===== config.mk =====
export PLATFORM = sky130hd
export DESIGN_NAME = csr_unit
export DESIGN_NICKNAME = d
export VERILOG_FILES = /design/src/hw/csr_pkg.sv /design/src/hw/csr_wb_stage.sv /design/src/hw/csr_trap_ctrl.sv /design/src/hw/csr_regfile.sv /design/src/hw/csr_unit.sv
export SDC_FILE = /design/constraint.sdc
export NUM_CORES = 1
export LEC_CHECK = 0
export BUFFER_PORTS_ARGS = -buffer_cell sky130_fd_sc_hd__buf_2
export CORE_AREA = 10 10 220 222
export CTS_BUF_LIST = sky130_fd_sc_hd__clkbuf_8
export CTS_CLUSTER_DIAMETER = 120
export CTS_CLUSTER_SIZE = 8
export DETAILED_ROUTE_END_ITERATION = 10
export DIE_AREA = 0 0 230 232
export MAX_ROUTING_LAYER = met4
export SYNTH_ARGS = -nofsm -noshare
export SYNTH_HDL_FRONTEND = slang
export SYNTH_SLANG_ARGS = --single-unit

===== constraint.sdc =====
create_clock -name clk -period 4.2 [get_ports clk]
set_input_delay 0.84 -clock clk [delete_from_list [all_inputs] [get_ports clk]]
set_output_delay 0.84 -clock clk [all_outputs]
set_load 0.01 [all_outputs]

===== src/hw/csr_pkg.sv =====
package csr_pkg;

  localparam int xlen = 32;

  //////////////////////////////////////////////////////////////
  // CSR addresses and opcodes
  //////////////////////////////////////////////////////////////

  typedef enum logic [11:0] {
    addr_mstatus  = 12'h300,
    addr_mtvec    = 12'h305,
    addr_mscratch = 12'h340,
    addr_mepc     = 12'h341,
    addr_mcause   = 12'h342
  } csr_addr_e;

  typedef enum logic [1:0] {
    op_read  = 2'd0,
    op_write = 2'd1,
    op_set   = 2'd2,
    op_clear = 2'd3
  } csr_op_e;

  typedef enum logic [1:0] {
    trap_exception = 2'd0,
    trap_interrupt = 2'd1,
    trap_mret      = 2'd2
  } trap_kind_e;

  //////////////////////////////////////////////////////////////
  // Register layouts
  //////////////////////////////////////////////////////////////

  // Only the two interrupt enable bits exist, the rest read zero
  typedef struct packed {
    logic [23:0] zero_hi;
    logic        mpie;
    logic [2:0]  zero_mid;
    logic        mie;
    logic [2:0]  zero_lo;
  } mstatus_t;

  typedef struct packed {
    logic        irq;
    logic [30:0] code;
  } mcause_t;

  // Mode bit 0 selects vectored interrupts, bit 1 is hardwired to zero
  typedef struct packed {
    logic [29:0] base;
    logic [1:0]  mode;
  } mtvec_t;

  //////////////////////////////////////////////////////////////
  // Port payloads
  //////////////////////////////////////////////////////////////

  typedef struct packed {
    csr_addr_e       addr;
    csr_op_e         op;
    logic [xlen-1:0] wdata;
  } csr_req_t;

  typedef struct packed {
    logic [xlen-1:0] rdata;
    logic            illegal;
  } csr_rsp_t;

  typedef struct packed {
    trap_kind_e      kind;
    logic [30:0]     code;
    logic [xlen-1:0] pc;
  } trap_req_t;

  typedef struct packed {
    logic            valid;
    logic [xlen-1:0] mepc;
    mcause_t         mcause;
    mstatus_t        mstatus;
  } trap_upd_t;

endpackage


===== src/hw/csr_wb_stage.sv =====
`timescale 1ns/1ps

module csr_wb_stage #(
  parameter type payload_t = logic
) (
  input  logic     clk,
  input  logic     reset_i,
  input  logic     kill_i,
  input  logic     hold_i,
  input  logic     in_valid_i,
  output logic     in_ready_o,
  input  payload_t in_data_i,
  output logic     out_valid_o,
  input  logic     out_ready_i,
  output payload_t out_data_o
);

  logic     full_q;
  payload_t data_q;
  logic     in_xfer;
  logic     out_xfer;

  // A killed or held item is never offered downstream
  assign out_valid_o = full_q && !kill_i && !hold_i;
  assign out_data_o  = data_q;
  assign out_xfer    = out_valid_o && out_ready_i;

  // Refill is allowed when empty or when the current item leaves this cycle
  assign in_ready_o = !kill_i && !hold_i && (!full_q || out_ready_i);
  assign in_xfer    = in_valid_i && in_ready_o;

  always_ff @(posedge clk) begin
    if (reset_i) begin
      full_q <= 1'b0;
    end else if (kill_i) begin
      full_q <= 1'b0;
    end else if (in_xfer) begin
      full_q <= 1'b1;
    end else if (out_xfer) begin
      full_q <= 1'b0;
    end
  end

  always_ff @(posedge clk) begin
    if (in_xfer) begin
      data_q <= in_data_i;
    end
  end

endmodule


===== src/hw/csr_trap_ctrl.sv =====
`timescale 1ns/1ps

module csr_trap_ctrl
  import csr_pkg::*;
(
  input  logic            trap_valid_i,
  input  trap_req_t       trap_i,
  input  mstatus_t        mstatus_i,
  input  mcause_t         mcause_i,
  input  logic [xlen-1:0] mepc_i,
  input  mtvec_t          mtvec_i,
  output trap_upd_t       upd_o,
  output logic            vec_valid_o,
  output logic [xlen-1:0] vec_pc_o
);

  logic [xlen-1:0] base_pc;
  logic [xlen-1:0] vec_offset;

  assign base_pc    = {mtvec_i.base, 2'b00};
  assign vec_offset = {trap_i.code[xlen-3:0], 2'b00};

  //////////////////////////////////////////////////////////////
  // Register updates
  //////////////////////////////////////////////////////////////

  always_comb begin
    upd_o       = '0;
    upd_o.valid = trap_valid_i;
    if (trap_i.kind == trap_mret) begin
      upd_o.mepc         = mepc_i;
      upd_o.mcause       = mcause_i;
      upd_o.mstatus.mie  = mstatus_i.mpie;
      upd_o.mstatus.mpie = 1'b1;
    end else begin
      upd_o.mepc         = trap_i.pc;
      upd_o.mcause.irq   = (trap_i.kind == trap_interrupt);
      upd_o.mcause.code  = trap_i.code;
      // Interrupts are disabled on entry, the old enable is parked in mpie
      upd_o.mstatus.mie  = 1'b0;
      upd_o.mstatus.mpie = mstatus_i.mie;
    end
  end

  //////////////////////////////////////////////////////////////
  // Redirect target
  //////////////////////////////////////////////////////////////

  assign vec_valid_o = trap_valid_i;

  always_comb begin
    if (trap_i.kind == trap_mret) begin
      vec_pc_o = mepc_i;
    end else if (trap_i.kind == trap_interrupt && mtvec_i.mode[0]) begin
      vec_pc_o = base_pc + vec_offset;
    end else begin
      vec_pc_o = base_pc;
    end
  end

endmodule


===== src/hw/csr_regfile.sv =====
`timescale 1ns/1ps

module csr_regfile
  import csr_pkg::*;
#(
  parameter logic [xlen-1:0] RESET_MTVEC = 32'h0000_1000
) (
  input  logic            clk,
  input  logic            reset_i,
  input  logic            req_valid_i,
  output logic            req_ready_o,
  input  csr_req_t        req_i,
  output logic            rsp_valid_o,
  input  logic            rsp_ready_i,
  output csr_rsp_t        rsp_o,
  input  trap_upd_t       upd_i,
  output mstatus_t        mstatus_o,
  output mcause_t         mcause_o,
  output logic [xlen-1:0] mepc_o,
  output mtvec_t          mtvec_o
);

  mstatus_t        mstatus_q;
  mtvec_t          mtvec_q;
  mcause_t         mcause_q;
  logic [xlen-1:0] mepc_q;
  logic [xlen-1:0] mscratch_q;

  logic [xlen-1:0] old_val;
  logic [xlen-1:0] new_val;
  logic [xlen-1:0] wr_val;
  logic            illegal;
  logic            csr_we;

  // Keeps only mie and mpie of a raw mstatus value
  function automatic mstatus_t legal_mstatus(logic [xlen-1:0] val);
    mstatus_t res;
    res      = '0;
    res.mie  = val[3];
    res.mpie = val[7];
    return res;
  endfunction

  //////////////////////////////////////////////////////////////
  // Read selection and write data
  //////////////////////////////////////////////////////////////

  always_comb begin
    illegal = 1'b0;
    case (req_i.addr)
      addr_mstatus:  old_val = mstatus_q;
      addr_mtvec:    old_val = mtvec_q;
      addr_mscratch: old_val = mscratch_q;
      addr_mepc:     old_val = mepc_q;
      addr_mcause:   old_val = mcause_q;
      default: begin
        old_val = '0;
        illegal = 1'b1;
      end
    endcase
  end

  always_comb begin
    case (req_i.op)
      op_write: new_val = req_i.wdata;
      op_set:   new_val = old_val | req_i.wdata;
      op_clear: new_val = old_val & ~req_i.wdata;
      default:  new_val = old_val;
    endcase
  end

  always_comb begin
    wr_val = new_val;
    case (req_i.addr)
      addr_mstatus: wr_val = legal_mstatus(new_val);
      addr_mepc:    wr_val[0] = 1'b0;
      addr_mtvec:   wr_val[1] = 1'b0;
      default:      wr_val = new_val;
    endcase
  end

  // A trap update in the same cycle wins, the CSR item waits behind it
  assign req_ready_o = rsp_ready_i && !upd_i.valid;
  assign rsp_valid_o = req_valid_i && !upd_i.valid;
  assign rsp_o.rdata   = old_val;
  assign rsp_o.illegal = illegal;

  assign csr_we = req_valid_i && req_ready_o && !illegal && (req_i.op != op_read);

  //////////////////////////////////////////////////////////////
  // Register storage
  //////////////////////////////////////////////////////////////

  always_ff @(posedge clk) begin
    if (reset_i) begin
      mstatus_q  <= '0;
      mtvec_q    <= RESET_MTVEC;
      mcause_q   <= '0;
      mepc_q     <= '0;
      mscratch_q <= '0;
    end else if (upd_i.valid) begin
      mstatus_q <= legal_mstatus(upd_i.mstatus);
      mcause_q  <= upd_i.mcause;
      mepc_q    <= {upd_i.mepc[xlen-1:1], 1'b0};
    end else if (csr_we) begin
      case (req_i.addr)
        addr_mstatus:  mstatus_q  <= wr_val;
        addr_mtvec:    mtvec_q    <= wr_val;
        addr_mscratch: mscratch_q <= wr_val;
        addr_mepc:     mepc_q     <= wr_val;
        addr_mcause:   mcause_q   <= wr_val;
        default:       mscratch_q <= mscratch_q;
      endcase
    end
  end

  assign mstatus_o = mstatus_q;
  assign mcause_o  = mcause_q;
  assign mepc_o    = mepc_q;
  assign mtvec_o   = mtvec_q;

endmodule


===== src/hw/csr_unit.sv =====
`timescale 1ns/1ps

module csr_unit
  import csr_pkg::*;
#(
  parameter logic [xlen-1:0] RESET_MTVEC = 32'h0000_1000
) (
  input  logic            clk,
  input  logic            reset_i,
  input  logic            csr_req_valid_i,
  output logic            csr_req_ready_o,
  input  csr_req_t        csr_req_i,
  output logic            csr_rsp_valid_o,
  input  logic            csr_rsp_ready_i,
  output csr_rsp_t        csr_rsp_o,
  input  logic            trap_valid_i,
  output logic            trap_ready_o,
  input  trap_req_t       trap_i,
  output logic            vec_valid_o,
  output logic [xlen-1:0] vec_pc_o,
  input  logic            kill_i,
  input  logic            halt_i
);

  logic            csr_wb_valid;
  logic            csr_wb_ready;
  csr_req_t        csr_wb_req;
  logic            trap_wb_valid;
  trap_req_t       trap_wb_req;
  trap_upd_t       trap_upd;
  mstatus_t        mstatus;
  mcause_t         mcause;
  logic [xlen-1:0] mepc;
  mtvec_t          mtvec;

  //////////////////////////////////////////////////////////////
  // Writeback slots
  //////////////////////////////////////////////////////////////

  csr_wb_stage #(.payload_t(csr_req_t)) csr_wb_i (
    .clk         (clk),
    .reset_i     (reset_i),
    .kill_i      (kill_i),
    .hold_i      (halt_i),
    .in_valid_i  (csr_req_valid_i),
    .in_ready_o  (csr_req_ready_o),
    .in_data_i   (csr_req_i),
    .out_valid_o (csr_wb_valid),
    .out_ready_i (csr_wb_ready),
    .out_data_o  (csr_wb_req)
  );

  // The trap side never stalls, the fetch unit takes every redirect
  csr_wb_stage #(.payload_t(trap_req_t)) trap_wb_i (
    .clk         (clk),
    .reset_i     (reset_i),
    .kill_i      (kill_i),
    .hold_i      (halt_i),
    .in_valid_i  (trap_valid_i),
    .in_ready_o  (trap_ready_o),
    .in_data_i   (trap_i),
    .out_valid_o (trap_wb_valid),
    .out_ready_i (1'b1),
    .out_data_o  (trap_wb_req)
  );

  //////////////////////////////////////////////////////////////
  // Trap control and register file
  //////////////////////////////////////////////////////////////

  csr_trap_ctrl trap_ctrl_i (
    .trap_valid_i (trap_wb_valid),
    .trap_i       (trap_wb_req),
    .mstatus_i    (mstatus),
    .mcause_i     (mcause),
    .mepc_i       (mepc),
    .mtvec_i      (mtvec),
    .upd_o        (trap_upd),
    .vec_valid_o  (vec_valid_o),
    .vec_pc_o     (vec_pc_o)
  );

  csr_regfile #(.RESET_MTVEC(RESET_MTVEC)) regfile_i (
    .clk         (clk),
    .reset_i     (reset_i),
    .req_valid_i (csr_wb_valid),
    .req_ready_o (csr_wb_ready),
    .req_i       (csr_wb_req),
    .rsp_valid_o (csr_rsp_valid_o),
    .rsp_ready_i (csr_rsp_ready_i),
    .rsp_o       (csr_rsp_o),
    .upd_i       (trap_upd),
    .mstatus_o   (mstatus),
    .mcause_o    (mcause),
    .mepc_o      (mepc),
    .mtvec_o     (mtvec)
  );

endmodule


==> metrics, run 1 <==
WP data arrival=3.38 ns; synthesized area per cell=9.83 µm²; Pins Over Slew Limit=0; CTS tree=done; DR WL/cell=22.3 µm; Die Wd=230 µm; Synth top cells by count=nand2_1 (198), dfxtp_1 (162), nor2_1 (148), edfxtp_1 (110), a21oi_1 (67); most common cell in the synthesized netlist=nand2_1; DIE HEIGHT=232 µm; status=finished with violations; crit path max fanout=4; CP max stage cell=edfxtp_1; Seq/Total Area, Yosys=0.500; Final period util=1.01; Worst-path clk slew=0.07 ns; critical path's largest stage delay=0.48 ns; asr flop ratio synth=0; top cells by area, synth=edfxtp_1 (25%), dfxtp_1 (25%), nand2_1 (5.7%), nor2_1 (4.2%), a22o_1 (3.9%); EDFF count, synth=110; initial antenna violation count=8; crit path time final=4.22 ns; yosys warns=0; final-report hold violation count=0; fmax=237 MHz; worst-margin pin slew=1.19 ns; Fin Setup TNS=-0.0234 ns; cell area after layout=0.0158 mm²; Worst slew margin=0.202; global placer's final weighted congestion=0.906; synthesized area=0.0131 mm²; total track usage=0.177; die area=0.0534 mm²; Synth Flop Type=dfxtp_1; Final WS setup=-0.0234 ns; CTS H-tree lvls=2; Num CTS Buffers=39; clock network fraction of design power=0.380; CTS Buffer Depth=3; share of cells above drive strength 1=0.250; area grow syn2layout=20.6%; Seq pwr share=0.559; Critical Path RT=3.36 ns; Layout Nets=1669; clk root buf=clkbuf_8; Power Total=5.08 mW; placed cell areas=0.0147 mm²; switching share of power=0.252; failing checks=negative setup slack; Synth top area share=0.252; nature of the critical path endpoint=output port; LEAKAGE=6.03 nW; combinational power share=0.061; switching power=1.28 mW; Setup Skew=0.0188 ns; WHS=0.423 ns; Syn Inst Count=1331; DR DRC count=0; cells along the critical path=ha_4, nand4_1, nor2_2, a211oi_2, buf_4, o32ai_4, a21o_1, a211oi_2, xor2_1, or3_1, a31oi_1, buf_4, buf_6; Core Footprint=0.0439 mm²; CTS sink count=272; vias in the first global route=11130; Clock Latency Late Sink=0.59 ns; Yosys top cell by area=edfxtp_1; Yosys reg bits=272; Int Pwr=3.80 mW; Initial Util=0.298; global-route wire length before repair=71500 µm; # hold bufs at CTS=0; PortBufs=185; PwrDens=322 mW/mm²; total grt overflow=0; IO Pins=187; RSZ-0062 raised after global routing=true; DP Worst Slack=0.221 ns; syn_nets=1479; pin count of the biggest net entering global routing=67; row cnt=77; Cell variety after synth=71; Vias=11398; Placed Cells=2054; post-DP HPWL=34000 µm; post-route insts no fill=2148; final core utilization=0.359; DRT Wirelength=47800 µm; TritonRoute pass-1 iters=7; Startpoint Class=flop; worst hold path class=input port to flop; Final setup viols=1; MaxCap Viol Count=0; DR vias/cell=5.31; ANT nets after route=0; DR iter-0 viols=947; Setup CP Type=flop to output port; Peak VDD IR=0.143 mV
==> sequential cells by signal, summed over array words and instances (netlist names) <==
name and cells:
regfile_i.mcause_o 32, trap_wb_i.full_q 1, regfile_i.mepc_o 32, regfile_i.mscratch_q 32, csr_wb_i.full_q 1, csr_wb_i.out_data_o 46
trap_wb_i.out_data_o 64, regfile_i.mtvec_o 32, regfile_i.mstatus_o 32
==> power groups by stage <==
stage / clock network [mW] / registers, mW / logic, mW
floorplan: 0 / 2.88 / 0.157
global placement: 0 / 2.90 / 0.289
detailed placement: 0 / 2.90 / 0.291
CTS: 1.99 / 2.84 / 0.307
global route: 2.10 / 2.84 / 0.338
finish: 1.93 / 2.84 / 0.310
==> layout by cell type, fill, tap and decap left out, types with 19 or more instances in the layout <==
master / count
nor4_1: 26
inv_1: 35
clkbuf_8: 40
a222oi_1: 32
dfxtp_1: 160
edfxtp_1: 110
a21oi_1: 59
a311oi_1: 23
buf_4: 51
nor2_1: 144
buf_2: 184
o21ai_0: 31
nand2_1: 197
a22o_1: 59
a22oi_1: 46
o211ai_1: 23
and2_1: 38
ha_1: 19
==> per-layer routing <==
| metal | vias up | wire length, µm | global-route usage |
|---|---|---|---|
| li1 | 5363 | - | - |
| met1 | 5517 | 21700 | 0.236 |
| met2 | 451 | 20400 | 0.253 |
| met3 | 67 | 4710 | 0.0590 |
| met4 | 0 | 941 | 0.0442 |
| met5 | - | 0 | - |
==> area by class of cell <==
cell class | count | area, µm²
timing repair buffer | 242 | 1420
sequential | 272 | 6550
antenna | 10 | 25.0
inverter | 13 | 48.8
clock inverter | 26 | 106
tap | 592 | 741
clock buffer | 40 | 551
fill | 4497 | 28100
multi-input combinational | 953 | 6350
==> path summary, 6_finish.rpt <==
check | end | depth (start not counted) | start | slack [ns]
hold / removal | csr_wb_i.out_data_o[22] | 1 | csr_req_i[22] | 0.42
setup / recovery | vec_pc_o[31] | 13 | trap_wb_i.out_data_o[39] | -0.02
hold reg to reg | regfile_i.mstatus_o[19] | 1 | regfile_i.mstatus_o[19] | 0.46
setup reg to reg | regfile_i.mscratch_q[6] | 8 | csr_wb_i.out_data_o[37] | 0.80
==> worst max-delay path: cells and delay by family, from the launching register on <==
family | cells | cell delay [ns]
AOI/OAI and AO/OA | 5 | 0.93
and+or+nand+nor | 3 | 0.52
DFF | 1 | 0.48
buffers and inverters | 3 | 0.44
adders and majority gates | 1 | 0.29
xor gates and xnor gates | 1 | 0.13
==> cell families after synthesis <==
logic type      after synthesis  synth area share
fa+ha+maj                    30            0.0293
buf+inv                     106            0.0367
simple gates                500             0.177
compound gates              396             0.238
mux                           2           0.00153
xor+xnor                     25            0.0167
flops                       272             0.500
==> repair_timing <==
action | CTS | global route
setup endpoints to repair | 16 | 15
resized for setup | 40 | 19
gates cloned | 0 | 1
pin swaps | 14 | 8
setup buffers | 14 | 3
Power figures use the tool's default switching activity.
==> inputs of run 2 (changes only) <==
--- a/config.mk
+++ b/config.mk
@@ -6,13 +6,14 @@
 export NUM_CORES = 1
 export LEC_CHECK = 0
 export BUFFER_PORTS_ARGS = -buffer_cell sky130_fd_sc_hd__buf_2
-export CORE_AREA = 10 10 220 222
+export CORE_AREA = 10 10 159 161
 export CTS_BUF_LIST = sky130_fd_sc_hd__clkbuf_8
 export CTS_CLUSTER_DIAMETER = 120
 export CTS_CLUSTER_SIZE = 8
 export DETAILED_ROUTE_END_ITERATION = 10
-export DIE_AREA = 0 0 230 232
+export DIE_AREA = 0 0 169 171
 export MAX_ROUTING_LAYER = met4
+export PLACE_DENSITY = 0.82
 export SYNTH_ARGS = -nofsm -noshare
 export SYNTH_HDL_FRONTEND = slang
 export SYNTH_SLANG_ARGS = --single-unit
==> run 2 against run 1 <==
Effect of this change: the run now ends clean; global-route usage grew 11 points; clock skew grew 0.012 ns; sequential share of layout area grew 1.6 points; utilization rose by 32 points; design area down 3.7%; power fell by 1.2%; sequential power barely moved; non-clock buffer count decreased by 11; via count is 2.1% higher; clock power shrank 3%; combinational power decreased by 5%; critical endpoint unchanged.
==> metrics, run 2 (synthesized netlist as in run 1, its figures left out) <==
Final period util=0.999 (was 1.01); Initial Util=0.589 (was 0.298); Pins Over Slew Limit=0 (unchanged); Startpoint Class=flop (unchanged); Worst-path clk slew=0.07 ns (about the same); CTS Buffer Depth=3 (unchanged); Die Wd=169 µm (was 230 µm); global-route wire length before repair=63700 µm (was 71500 µm); Seq pwr share=0.566 (was 0.559); Worst Path Buf+Inv=3 (unchanged); Num CTS Buffers=39 (unchanged); fmax=238 MHz (was 237 MHz); Setup Skew=0.0305 ns (was 0.0188 ns); switching power=1.23 mW (was 1.28 mW); DR iter-0 viols=1679 (was 947); final core utilization=0.684 (was 0.359); critical path's largest stage delay=0.45 ns (was 0.48 ns); LEAKAGE=5.95 nW (was 6.03 nW); clock network fraction of design power=0.375 (was 0.380); max reg flops=64 (unchanged); placed cell areas=0.0142 mm² (was 0.0147 mm²); CP max stage cell=edfxtp_1 (unchanged); commonest non-fill, non-tap cell in the layout=nand2_1 (unchanged); DIE HEIGHT=171 µm (was 232 µm); Power Total=5.02 mW (was 5.08 mW); worst-margin pin slew=1.06 ns (was 1.19 ns); TritonRoute pass-1 iters=6 (was 7); Int Pwr=3.78 mW (was 3.80 mW); worst hold path class=input port to flop (unchanged); switching share of power=0.246 (was 0.252); WP data arrival=3.35 ns (was 3.38 ns); crit path time final=4.19 ns (was 4.22 ns); global placer's final weighted congestion=0.974 (was 0.906); CTS sink count=272 (unchanged); initial antenna violation count=1 (was 8); Peak VDD IR=0.229 mV (was 0.143 mV); RSZ-0062 raised after global routing=true (unchanged); DRT Wirelength=41400 µm (was 47800 µm); Clock Latency Late Sink=0.57 ns (was 0.59 ns); Layout Nets=1658 (was 1669); clk root buf=clkbuf_8 (unchanged); nature of the critical path endpoint=output port (unchanged); most frequent cells in the layout=nand2_1 (198), buf_2 (184), dfxtp_1 (161), nor2_1 (146), edfxtp_1 (110) (was nand2_1 (197), buf_2 (184), dfxtp_1 (160), nor2_1 (144), edfxtp_1 (110)); status=complete, no violations (was finished with violations); CTS tree=done (unchanged); area grow syn2layout=16.1% (was 20.6%); Core Footprint=0.0222 mm² (was 0.0439 mm²); vias in the first global route=11112 (was 11130); final-report hold violation count=0 (unchanged); ANT nets after route=0 (unchanged); total grt overflow=0 (unchanged); cell area after layout=0.0152 mm² (was 0.0158 mm²); IO Pins=187 (unchanged); combinational power share=0.059 (was 0.061); crit path max fanout=2 (was 4); Vias=11632 (was 11398); Critical Path RT=3.36 ns (about the same); total track usage=0.284 (was 0.177); Worst slew margin=0.292 (was 0.202); die area=0.0289 mm² (was 0.0534 mm²); row cnt=55 (was 77); Setup CP Type=flop to output port (unchanged); pin count of the biggest net entering global routing=67 (unchanged); post-route insts no fill=1821 (was 2148); post-DP HPWL=29400 µm (was 34000 µm); Top delay family on crit path=compound AO/OA/AOI/OAI gates (unchanged); cells along the critical path=ha_4, buf_6, a211oi_4, nor2_2, a211oi_2, buf_4, o32ai_4, a21o_1, a211oi_2, xor2_1, or3_1, a31oi_4, buf_6 (was ha_4, nand4_1, nor2_2, a211oi_2, buf_4, o32ai_4, a21o_1, a211oi_2, xor2_1, or3_1, a31oi_1, buf_4, buf_6); DR DRC count=0 (unchanged); CTS H-tree lvls=2 (unchanged); MaxCap Viol Count=0 (unchanged); PwrDens=330 mW/mm² (was 322 mW/mm²); share of cells above drive strength 1=0.235 (was 0.250); DR vias/cell=6.39 (was 5.31); Final setup viols=0 (was 1); DR WL/cell=22.7 µm (was 22.3 µm); Placed Cells=1738 (was 2054); PortBufs=185 (unchanged)
[run 2: cell count changes in the layout (fill, tap and decap cells not counted), sizes merged]
cell    delta
buf       -10
diode      -9
clkbuf     -2
clkinv     +1
[run 2: stage by stage]
step                      TNS, ns  setup WS, ns  hold slack [ns]
after floorplan                 0         0.704            0.425
after global placement          0         0.193            0.442
after detailed placement        0         0.184            0.446
after CTS                 -0.0529       -0.0264            0.436
after global routing       -0.314        -0.111            0.436
final                           0       0.00521            0.443
[run 2: timing repair]
item / in CTS / in global routing
endpoints found under the setup margin: 10 / 14
pin swaps: 16 / 14
hold buffers: 0 / 0
resized for setup: 28 / 16
setup buffers: 11 / 5
[run 2: area by class of cell]
cell class | instances | area [µm²]
clock inverter | 27 | 123
clock buffer | 39 | 537
tap | 285 | 357
sequential | 272 | 6550
multi-input combinational | 953 | 6280
fill | 1778 | 7030
timing repair buffer | 231 | 1310
inverter | 13 | 48.8
antenna | 1 | 2.50
[run 2: worst paths after layout]
| check | slack (ns) | start | cells past startpoint | end |
|---|---|---|---|---|
| max | 0.005 | trap_wb_i.out_data_o[32] | 13 | vec_pc_o[31] |
| min | 0.44 | trap_i[31] | 1 | trap_wb_i.out_data_o[31] |
| max reg2reg | 0.72 | csr_wb_i.out_data_o[37] | 10 | regfile_i.mepc_o[19] |
| min reg2reg | 0.47 | regfile_i.mstatus_o[29] | 1 | regfile_i.mstatus_o[29] |
[run 2: power by group through the flow]
stage	Clock [mW]	Combinational (mW)	Sequential, mW
2_1_floorplan	0	0.157	2.88
3_3_place_gp	0	0.271	2.89
3_5_place_dp	0	0.276	2.89
4_1_cts	1.90	0.285	2.84
5_1_grt	2.02	0.319	2.84
6_report	1.88	0.295	2.84
[run 2: layer usage]
| layer | vias to the layer above | track usage | wire length, µm |
|---|---|---|---|
| met1 | 5540 | 0.401 | 17700 |
| met3 | 80 | 0.0684 | 5060 |
| met2 | 691 | 0.401 | 17700 |
| met4 | 0 | 0.0777 | 967 |
| li1 | 5321 | - | - |
| met5 | - | - | 0 |
